### src/hw/rv_pipe_pkg.sv
package rv_pipe_pkg;

    ////////////////////
    // Opcodes
    ////////////////////
    localparam logic [6:0] OPC_OP     = 7'b0110011;
    localparam logic [6:0] OPC_OP_IMM = 7'b0010011;
    localparam logic [6:0] OPC_LUI    = 7'b0110111;
    localparam logic [6:0] OPC_AUIPC  = 7'b0010111;
    localparam logic [6:0] OPC_BRANCH = 7'b1100011;
    localparam logic [6:0] OPC_JAL    = 7'b1101111;
    localparam logic [6:0] OPC_JALR   = 7'b1100111;

    // ALU operations with add at zero so a bubble decodes as add
    typedef enum logic [3:0] {
        ALU_ADD    = 4'd0,
        ALU_SUB    = 4'd1,
        ALU_SLL    = 4'd2,
        ALU_SLT    = 4'd3,
        ALU_SLTU   = 4'd4,
        ALU_XOR    = 4'd5,
        ALU_SRL    = 4'd6,
        ALU_SRA    = 4'd7,
        ALU_OR     = 4'd8,
        ALU_AND    = 4'd9,
        ALU_PASS_B = 4'd10
    } alu_op_e;

    ////////////////////
    // Instruction formats
    ////////////////////
    typedef struct packed {
        logic [6:0] funct7;
        logic [4:0] rs2;
        logic [4:0] rs1;
        logic [2:0] funct3;
        logic [4:0] rd;
        logic [6:0] opcode;
    } r_fmt_t;

    typedef struct packed {
        logic [11:0] imm_11_0;
        logic [4:0]  rs1;
        logic [2:0]  funct3;
        logic [4:0]  rd;
        logic [6:0]  opcode;
    } i_fmt_t;

    typedef struct packed {
        logic [6:0] imm_11_5;
        logic [4:0] rs2;
        logic [4:0] rs1;
        logic [2:0] funct3;
        logic [4:0] imm_4_0;
        logic [6:0] opcode;
    } s_fmt_t;

    typedef struct packed {
        logic       imm_12;
        logic [5:0] imm_10_5;
        logic [4:0] rs2;
        logic [4:0] rs1;
        logic [2:0] funct3;
        logic [3:0] imm_4_1;
        logic       imm_11;
        logic [6:0] opcode;
    } b_fmt_t;

    typedef struct packed {
        logic [19:0] imm_31_12;
        logic [4:0]  rd;
        logic [6:0]  opcode;
    } u_fmt_t;

    typedef struct packed {
        logic       imm_20;
        logic [9:0] imm_10_1;
        logic       imm_11;
        logic [7:0] imm_19_12;
        logic [4:0] rd;
        logic [6:0] opcode;
    } j_fmt_t;

    // One instruction word read through whichever format applies
    typedef union packed {
        r_fmt_t r_fmt;
        i_fmt_t i_fmt;
        s_fmt_t s_fmt;
        b_fmt_t b_fmt;
        u_fmt_t u_fmt;
        j_fmt_t j_fmt;
    } inst_u;

    ////////////////////
    // Stage payloads
    ////////////////////
    typedef struct packed {
        logic        valid;
        logic [31:0] pc;
        logic [31:0] inst;
    } fetch_t;

    typedef struct packed {
        logic        valid;
        logic [31:0] pc;
        logic [31:0] rs1_val;
        logic [31:0] rs2_val;
        logic [31:0] imm;
        logic [4:0]  rd;
        alu_op_e     alu_op;
        logic        src_a_pc;
        logic        src_b_imm;
        logic        reg_write;
        logic        branch;
        logic        jal;
        logic        jalr;
        logic [2:0]  b_type;
    } id_ex_t;

    typedef struct packed {
        logic        valid;
        logic [31:0] pc;
        logic        reg_write;
        logic [4:0]  rd;
        logic [31:0] value;
    } commit_t;

    typedef struct packed {
        logic        valid;
        logic [31:0] target;
    } redirect_t;

endpackage

### src/hw/reg_file.sv
`timescale 1ns/1ns

module reg_file (
    input  logic                 clk,
    input  logic                 rst,
    input  logic [4:0]           rs1_addr,
    input  logic [4:0]           rs2_addr,
    input  rv_pipe_pkg::commit_t commit,
    output logic [31:0]          rs1_data,
    output logic [31:0]          rs2_data
);

    logic [31:0] regs [32];
    logic        wr_en;

    // Retiring instruction writes back at the end of its EX cycle
    assign wr_en = commit.valid && commit.reg_write && (commit.rd != 5'd0);

    always_ff @(posedge clk or posedge rst)
    begin
        if (rst)
        begin
            for (int i = 0; i < 32; i++)
            begin
                regs[i] <= 32'd0;
            end
        end
        else if (wr_en)
        begin
            regs[commit.rd] <= commit.value;
        end
    end

    // x0 hardwired to zero
    assign rs1_data = (rs1_addr == 5'd0) ? 32'd0 : regs[rs1_addr];
    assign rs2_data = (rs2_addr == 5'd0) ? 32'd0 : regs[rs2_addr];

endmodule

### src/hw/inst_decoder.sv
`timescale 1ns/1ns

module inst_decoder (
    input  rv_pipe_pkg::fetch_t  id_in,
    input  logic [31:0]          rs1_data,
    input  logic [31:0]          rs2_data,
    input  rv_pipe_pkg::commit_t commit,
    output logic [4:0]           rs1_addr,
    output logic [4:0]           rs2_addr,
    output rv_pipe_pkg::id_ex_t  id_payload
);

    rv_pipe_pkg::inst_u word;
    logic [31:0] imm_i;
    logic [31:0] imm_u;
    logic [31:0] imm_b;
    logic [31:0] imm_j;
    logic        fwd_live;

    // Shared by OP and OP-IMM with alt selecting sub or sra
    function automatic rv_pipe_pkg::alu_op_e alu_decode(input logic [2:0] funct3,
                                                         input logic alt);
        rv_pipe_pkg::alu_op_e op;
        case (funct3)
            3'b000:  op = alt ? rv_pipe_pkg::ALU_SUB : rv_pipe_pkg::ALU_ADD;
            3'b001:  op = rv_pipe_pkg::ALU_SLL;
            3'b010:  op = rv_pipe_pkg::ALU_SLT;
            3'b011:  op = rv_pipe_pkg::ALU_SLTU;
            3'b100:  op = rv_pipe_pkg::ALU_XOR;
            3'b101:  op = alt ? rv_pipe_pkg::ALU_SRA : rv_pipe_pkg::ALU_SRL;
            3'b110:  op = rv_pipe_pkg::ALU_OR;
            default: op = rv_pipe_pkg::ALU_AND;
        endcase
        return op;
    endfunction

    assign word     = id_in.inst;
    assign rs1_addr = word.r_fmt.rs1;
    assign rs2_addr = word.r_fmt.rs2;

    ////////////////////
    // Immediates
    ////////////////////
    assign imm_i = {{20{word.i_fmt.imm_11_0[11]}}, word.i_fmt.imm_11_0};
    assign imm_u = {word.u_fmt.imm_31_12, 12'b0};
    assign imm_b = {{19{word.b_fmt.imm_12}}, word.b_fmt.imm_12, word.b_fmt.imm_11,
                    word.b_fmt.imm_10_5, word.b_fmt.imm_4_1, 1'b0};
    assign imm_j = {{11{word.j_fmt.imm_20}}, word.j_fmt.imm_20, word.j_fmt.imm_19_12,
                    word.j_fmt.imm_11, word.j_fmt.imm_10_1, 1'b0};

    // EX result written this cycle bypasses the register file
    assign fwd_live = commit.valid && commit.reg_write && (commit.rd != 5'd0);

    always_comb
    begin
        id_payload         = '0;
        id_payload.valid   = id_in.valid;
        id_payload.pc      = id_in.pc;
        id_payload.rs1_val = (fwd_live && commit.rd == rs1_addr) ? commit.value : rs1_data;
        id_payload.rs2_val = (fwd_live && commit.rd == rs2_addr) ? commit.value : rs2_data;
        id_payload.alu_op  = rv_pipe_pkg::ALU_ADD;

        case (word.r_fmt.opcode)
            rv_pipe_pkg::OPC_OP:
            begin
                id_payload.reg_write = 1'b1;
                id_payload.rd        = word.r_fmt.rd;
                id_payload.alu_op    = alu_decode(word.r_fmt.funct3, word.r_fmt.funct7[5]);
            end
            rv_pipe_pkg::OPC_OP_IMM:
            begin
                id_payload.reg_write = 1'b1;
                id_payload.rd        = word.i_fmt.rd;
                id_payload.src_b_imm = 1'b1;
                id_payload.imm       = imm_i;
                // Only srai carries the alternate bit as addi never subtracts
                id_payload.alu_op    = alu_decode(word.i_fmt.funct3,
                    (word.i_fmt.funct3 == 3'b101) && word.r_fmt.funct7[5]);
            end
            rv_pipe_pkg::OPC_LUI:
            begin
                id_payload.reg_write = 1'b1;
                id_payload.rd        = word.u_fmt.rd;
                id_payload.src_b_imm = 1'b1;
                id_payload.imm       = imm_u;
                id_payload.alu_op    = rv_pipe_pkg::ALU_PASS_B;
            end
            rv_pipe_pkg::OPC_AUIPC:
            begin
                id_payload.reg_write = 1'b1;
                id_payload.rd        = word.u_fmt.rd;
                id_payload.src_a_pc  = 1'b1;
                id_payload.src_b_imm = 1'b1;
                id_payload.imm       = imm_u;
            end
            rv_pipe_pkg::OPC_BRANCH:
            begin
                id_payload.branch = 1'b1;
                id_payload.imm    = imm_b;
                id_payload.b_type = word.b_fmt.funct3;
            end
            rv_pipe_pkg::OPC_JAL:
            begin
                id_payload.reg_write = 1'b1;
                id_payload.rd        = word.j_fmt.rd;
                id_payload.jal       = 1'b1;
                id_payload.imm       = imm_j;
            end
            rv_pipe_pkg::OPC_JALR:
            begin
                id_payload.reg_write = 1'b1;
                id_payload.rd        = word.i_fmt.rd;
                id_payload.jalr      = 1'b1;
                id_payload.imm       = imm_i;
            end
            // Unknown opcode goes down as a no-op
            default: ;
        endcase
    end

endmodule

### src/hw/id_ex_reg.sv
`timescale 1ns/1ns

module id_ex_reg (
    input  logic                clk,
    input  logic                rst,
    input  logic                flush,
    input  rv_pipe_pkg::id_ex_t id_payload,
    output rv_pipe_pkg::id_ex_t ex_payload
);

    logic load_bubble;

    // Squashed or empty slot both become an all-zero bubble
    assign load_bubble = flush || !id_payload.valid;

    ////////////////////
    // Pipeline register
    ////////////////////
    always_ff @(posedge clk or posedge rst)
    begin
        if (rst)
        begin
            ex_payload <= '0;
        end
        else if (load_bubble)
        begin
            // Same contents as after reset
            ex_payload <= '0;
        end
        else
        begin
            ex_payload <= id_payload;
        end
    end

endmodule

### src/hw/exec_unit.sv
`timescale 1ns/1ns

module exec_unit (
    input  rv_pipe_pkg::id_ex_t    ex_payload,
    output rv_pipe_pkg::commit_t   commit,
    output rv_pipe_pkg::redirect_t redirect
);

    logic [31:0] op_a;
    logic [31:0] op_b;
    logic [4:0]  shamt;
    logic [31:0] alu_y;
    logic        taken;
    logic        link;
    logic [31:0] pc_plus4;
    logic [31:0] jalr_sum;
    logic [31:0] target;

    ////////////////////
    // Operand select and ALU
    ////////////////////
    assign op_a  = ex_payload.src_a_pc ? ex_payload.pc : ex_payload.rs1_val;
    assign op_b  = ex_payload.src_b_imm ? ex_payload.imm : ex_payload.rs2_val;
    assign shamt = op_b[4:0];

    always_comb
    begin
        case (ex_payload.alu_op)
            rv_pipe_pkg::ALU_ADD:    alu_y = op_a + op_b;
            rv_pipe_pkg::ALU_SUB:    alu_y = op_a - op_b;
            rv_pipe_pkg::ALU_SLL:    alu_y = op_a << shamt;
            rv_pipe_pkg::ALU_SLT:    alu_y = {31'd0, $signed(op_a) < $signed(op_b)};
            rv_pipe_pkg::ALU_SLTU:   alu_y = {31'd0, op_a < op_b};
            rv_pipe_pkg::ALU_XOR:    alu_y = op_a ^ op_b;
            rv_pipe_pkg::ALU_SRL:    alu_y = op_a >> shamt;
            rv_pipe_pkg::ALU_SRA:    alu_y = $unsigned($signed(op_a) >>> shamt);
            rv_pipe_pkg::ALU_OR:     alu_y = op_a | op_b;
            rv_pipe_pkg::ALU_AND:    alu_y = op_a & op_b;
            rv_pipe_pkg::ALU_PASS_B: alu_y = op_b;
            default:                 alu_y = 32'd0;
        endcase
    end

    // Branch condition on the raw register operands
    always_comb
    begin
        case (ex_payload.b_type)
            3'b000:  taken = ex_payload.rs1_val == ex_payload.rs2_val;
            3'b001:  taken = ex_payload.rs1_val != ex_payload.rs2_val;
            3'b100:  taken = $signed(ex_payload.rs1_val) < $signed(ex_payload.rs2_val);
            3'b101:  taken = $signed(ex_payload.rs1_val) >= $signed(ex_payload.rs2_val);
            3'b110:  taken = ex_payload.rs1_val < ex_payload.rs2_val;
            3'b111:  taken = ex_payload.rs1_val >= ex_payload.rs2_val;
            default: taken = 1'b0;
        endcase
    end

    ////////////////////
    // Targets
    ////////////////////
    assign link     = ex_payload.jal || ex_payload.jalr;
    assign pc_plus4 = ex_payload.pc + 32'd4;
    assign jalr_sum = ex_payload.rs1_val + ex_payload.imm;
    assign target   = ex_payload.jalr ? {jalr_sum[31:1], 1'b0} : ex_payload.pc + ex_payload.imm;

    // Retirement report with a zero value when nothing is written
    assign commit.valid     = ex_payload.valid;
    assign commit.pc        = ex_payload.pc;
    assign commit.reg_write = ex_payload.reg_write;
    assign commit.rd        = ex_payload.rd;
    assign commit.value     = !ex_payload.reg_write ? 32'd0 : (link ? pc_plus4 : alu_y);

    assign redirect.valid  = ex_payload.valid && (link || (ex_payload.branch && taken));
    assign redirect.target = target;

endmodule

### src/hw/id_ex_core.sv
`timescale 1ns/1ns

module id_ex_core (
    input  logic                   clk,
    input  logic                   rst,
    input  rv_pipe_pkg::fetch_t    id_in,
    output rv_pipe_pkg::commit_t   commit,
    output rv_pipe_pkg::redirect_t redirect
);

    logic [4:0]          rs1_addr;
    logic [4:0]          rs2_addr;
    logic [31:0]         rs1_data;
    logic [31:0]         rs2_data;
    rv_pipe_pkg::id_ex_t id_payload;
    rv_pipe_pkg::id_ex_t ex_payload;

    ////////////////////
    // Decode
    ////////////////////
    inst_decoder u_decoder (
        .id_in      (id_in),
        .rs1_data   (rs1_data),
        .rs2_data   (rs2_data),
        .commit     (commit),
        .rs1_addr   (rs1_addr),
        .rs2_addr   (rs2_addr),
        .id_payload (id_payload)
    );

    // Write port fed straight from retirement
    reg_file u_reg_file (
        .clk      (clk),
        .rst      (rst),
        .rs1_addr (rs1_addr),
        .rs2_addr (rs2_addr),
        .commit   (commit),
        .rs1_data (rs1_data),
        .rs2_data (rs2_data)
    );

    ////////////////////
    // Execute
    ////////////////////
    id_ex_reg u_id_ex_reg (
        .clk        (clk),
        .rst        (rst),
        .flush      (redirect.valid),
        .id_payload (id_payload),
        .ex_payload (ex_payload)
    );

    exec_unit u_exec (
        .ex_payload (ex_payload),
        .commit     (commit),
        .redirect   (redirect)
    );

endmodule

### config.mk
export PLATFORM = sky130hd
export DESIGN_NAME = id_ex_core
export DESIGN_NICKNAME = d
export VERILOG_FILES = /design/src/hw/rv_pipe_pkg.sv /design/src/hw/reg_file.sv /design/src/hw/inst_decoder.sv /design/src/hw/id_ex_reg.sv /design/src/hw/exec_unit.sv /design/src/hw/id_ex_core.sv
export SDC_FILE = /design/constraint.sdc
export NUM_CORES = 2
export LEC_CHECK = 0
export BUFFER_PORTS_ARGS = -buffer_cell sky130_fd_sc_hd__buf_2
export CORE_ASPECT_RATIO = 0.8
export CORE_MARGIN = 10
export CORE_UTILIZATION = 40
export DETAILED_ROUTE_END_ITERATION = 12
export GPL_ROUTABILITY_DRIVEN = 0
export PLACE_DENSITY_LB_ADDON = 0.25
export SETUP_SLACK_MARGIN = 0.5
export SYNTH_ARGS = -nofsm -noshare
export SYNTH_HDL_FRONTEND = slang
export SYNTH_SLANG_ARGS = --single-unit
export TNS_END_PERCENT = 100
### constraint.sdc
create_clock -name clk -period 98.4 [get_ports clk]
set_clock_uncertainty 0.2 [all_clocks]
set_input_delay 9.84 -clock clk [delete_from_list [all_inputs] [get_ports clk]]
set_output_delay 9.84 -clock clk [all_outputs]
set_load 0.005 [all_outputs]
==> results.toml <==
[logic_synthesis]
synth_area_mm2 = 0.0741
synthArstFlopShare = 1.00
syn_inst = 7146
synth-main-ff-cell = "dfrtp_1"
synth-edff-count = 0
yosysSeqAreaShare = 0.395
yosys_warnings = 0
synth_fp_nets = 7415
synth_seq_cells = 1171
synth_cell_types = 88
avgSynthCellArea_um2 = 10.4

[setup_path]
r2r_start = "u_id_ex_reg.ex_payload[7]"
slowest_delay_ps = 740
critical-path-top-delay-family = "compound AO/OA/AOI/OAI gates"
regToRegSetupSlack_ps = 91380
rr_worst_depth = 16
crit_end = "commit[20]"
worst-setup-path-type = "reg2out"
crit_arrival_ps = 7520
critPathBufInv = 5
crit_path_start_kind = "flip-flop"
path_depth = 17
slowest_stage = "a211oi_1"
cp.required_ps = 88360
critical_path.startpoint = "u_id_ex_reg.ex_payload[7]"
r2r-end = "u_reg_file.regs[628]"
worst_setup_path_end_kind = "output pin"
crit_chain = "buf_4, mux2i_4, buf_4, inv_2, ha_1, fa_1, a211oi_1, o21ai_0, a31oi_1, nor3_1, o21ai_0, o22ai_1, a211o_1, a211oi_1, or2_2, inv_1, buf_2"
crit_fanout = 52

[placed_design]
pre_cts_slack_ps = 81940
dpl.hpwl_um = 191000
portBuffers = 170

[global_routing]
grt_pass1_wl_um = 420000
grt_use_met3 = 0.0769
grt_pass1_vias = 58400
grt_antenna_before_repair = 15
met2_usage = 0.400
grt_remaining_overflow = 0
grt_max_degree = 116
track_usage = 0.278
top_usage_layer = "met2"
grt_util_met1 = 0.386

[clock_tree]
post-cts-setup-buffer-count = 0
clockBufferDepth = 3
clk_pin_slew_ps = 60
cts_tree = "yes"
hold_buffers = 0
clkLatencyLatePin_ps = 800
htree_levels = 4
cts.sinks = 1171
cts_buffers = 131
cts_resized = 0
cts_root_buf = "clkbuf_16"

[sta]
max_slew.worst_pin.slew_ps = 1500
period_needed_ps = 17560
maxSlewHeadroom = 0.000967
finalSetupTns_ps = 0
setup_viol = 0
timing.final.crit_share = 0.178
whs_ps = 181
timing.final.ws_setup_ps = 80840
finalHoldViolations = 0
grt_setup_unrepaired = "false"
fmax_ghz = 0.0569
slew_violations = 0

[outcome]
outcome = "finished with violations"
violations = "max-capacitance violations"

[routing]
routed_wl_um = 290000
vias_per_cell = 6.47
num_vias = 61200
drt_iter0_markers = 8715
wire_per_inst_um = 30.7
drc = 0
antenna_left = 0
first_pass_iters = 8

[floorplan]
io_pins = 171
coreArea_mm2 = 0.185
die_area_mm2 = 0.203
start_util = 0.402
fp.dieW_um = 501
die_h_um = 405
num_rows = 141

[run]
maxCapViolCount = 1

[pwr]
ir_drop_mv = 0.0150
leakage_nw = 35.0
p_per_area_mw_per_mm2 = 13.2

[final_layout]
final_util = 0.440
final_common_cell = "nand2_1"
final_cell_mix = "nand2_1, dfrtp_1, o21ai_0"
fill_cells = 17400
drive_gt1_frac = 0.216
final_nets = 7183
synthToLayoutAreaGrowth_pct = 9.61
seqCellArea_mm2 = 0.0293
multiInputGateArea_mm2 = 0.0417

[min_path]
worstHoldPathType = "reg2reg"
## flip-flops by register name (all words and copies together), names as in the netlist
name	cells
u_reg_file.regs	1024
u_id_ex_reg.ex_payload	147
## Yosys cell counts, types with 20 or more instances
cell type	count	share of area
clkbuf_1	518	0.026
dfrtp_1	1171	0.40
o21bai_1	23	0.0023
o22ai_1	27	0.0023
nand4_1	25	0.0021
a21o_1	67	0.0068
xor2_1	36	0.0043
ha_1	198	0.033
nand3_1	78	0.0053
mux2_2	202	0.031
buf_2	33	0.0022
a211oi_1	47	0.0048
o31ai_1	104	0.011
buf_1	91	0.0046
a31oi_1	31	0.0026
mux4_2	633	0.19
inv_1	148	0.0075
xnor2_1	64	0.0076
nor2_1	300	0.015
buf_4	44	0.0045
or3_1	21	0.0018
mux2i_1	212	0.029
o211ai_1	50	0.0051
a22oi_1	21	0.0021
and2_1	53	0.0045
o21a_1	20	0.0020
a221oi_1	38	0.0045
o21ai_0	679	0.046
o221ai_1	38	0.0045
a21oi_1	330	0.022
nand2b_1	28	0.0024
nor3_1	68	0.0046
nand2_1	1251	0.063
o21ai_1	155	0.010
nor2b_1	42	0.0035
inv_2	28	0.0014
and3_1	29	0.0024
nor4_1	20	0.0017
## worst reg2reg max path: cells and delay by family (launching register included)
kind / cells / cell delay (ps)
muxes: 1 / 340
DFF: 1 / 330
buffers and inverters: 3 / 1360
adders and majority gates: 2 / 830
and+or+nand+nor: 2 / 870
AOI/OAI and AO/OA: 8 / 2880
## stage by stage
stage / cells / total power [mW] / cell area, um2
after floorplan: 7146 / 0.544 / 74100
after detailed placement: 9212 / 0.571 / 76800
after global routing: 9450 / 1.10 / 81200
final: 9457 / 1.07 / 81300
after global placement: 9212 / 0.571 / 76800
after CTS: 9449 / 1.07 / 81200
## per-layer routing
| layer | wire length, um | part of all wire | vias to the layer above |
|---|---|---|---|
| met1 | 118000 | 0.41 | 30900 |
| met2 | 123000 | 0.42 | 3756 |
| met5 | 143 | 0.00049 | - |
| met4 | 16300 | 0.056 | 16 |
| met3 | 32500 | 0.11 | 762 |
| li1 | - | - | 25700 |
## worst min path at each step
stage	startpoint	endpoint	slack (ps)	cells after the start
floorplan	u_reg_file.regs[994]	u_reg_file.regs[994]	220	1
global placement	u_reg_file.regs[994]	u_reg_file.regs[994]	160	0
detailed placement	u_reg_file.regs[994]	u_reg_file.regs[994]	160	0
CTS	u_reg_file.regs[994]	u_reg_file.regs[994]	180	0
global route	u_reg_file.regs[994]	u_reg_file.regs[994]	190	0
finish	u_reg_file.regs[994]	u_reg_file.regs[994]	180	0
## where the power goes
| group | total (mW) | switching [mW] | internal, mW |
|---|---|---|---|
| registers | 0.486 | 0.00382 | 0.483 |
| logic | 0.0774 | 0.0540 | 0.0234 |
| clock network | 0.505 | 0.218 | 0.287 |
| total | 1.07 | 0.276 | 0.793 |
## logic make-up after synthesis
family / synth area share
simple gates: 0.112
compound gates: 0.144
flops: 0.395
mux: 0.254
buf+inv: 0.0479
fa+ha+maj: 0.0345
xor+xnor: 0.0118
## layout make-up
class                           instances  area share
Multi-Input combinational cell       5102       0.513
Sequential cell                      1171       0.361
Clock buffer                          191      0.0472
Tap cell                             2431      0.0374
Timing Repair Buffer                  330      0.0264
Inverter                              178     0.00832
Clock inverter                         46     0.00676
Antenna cell                            8    0.000246
No activity file was read; power rests on OpenSTA's default activity.
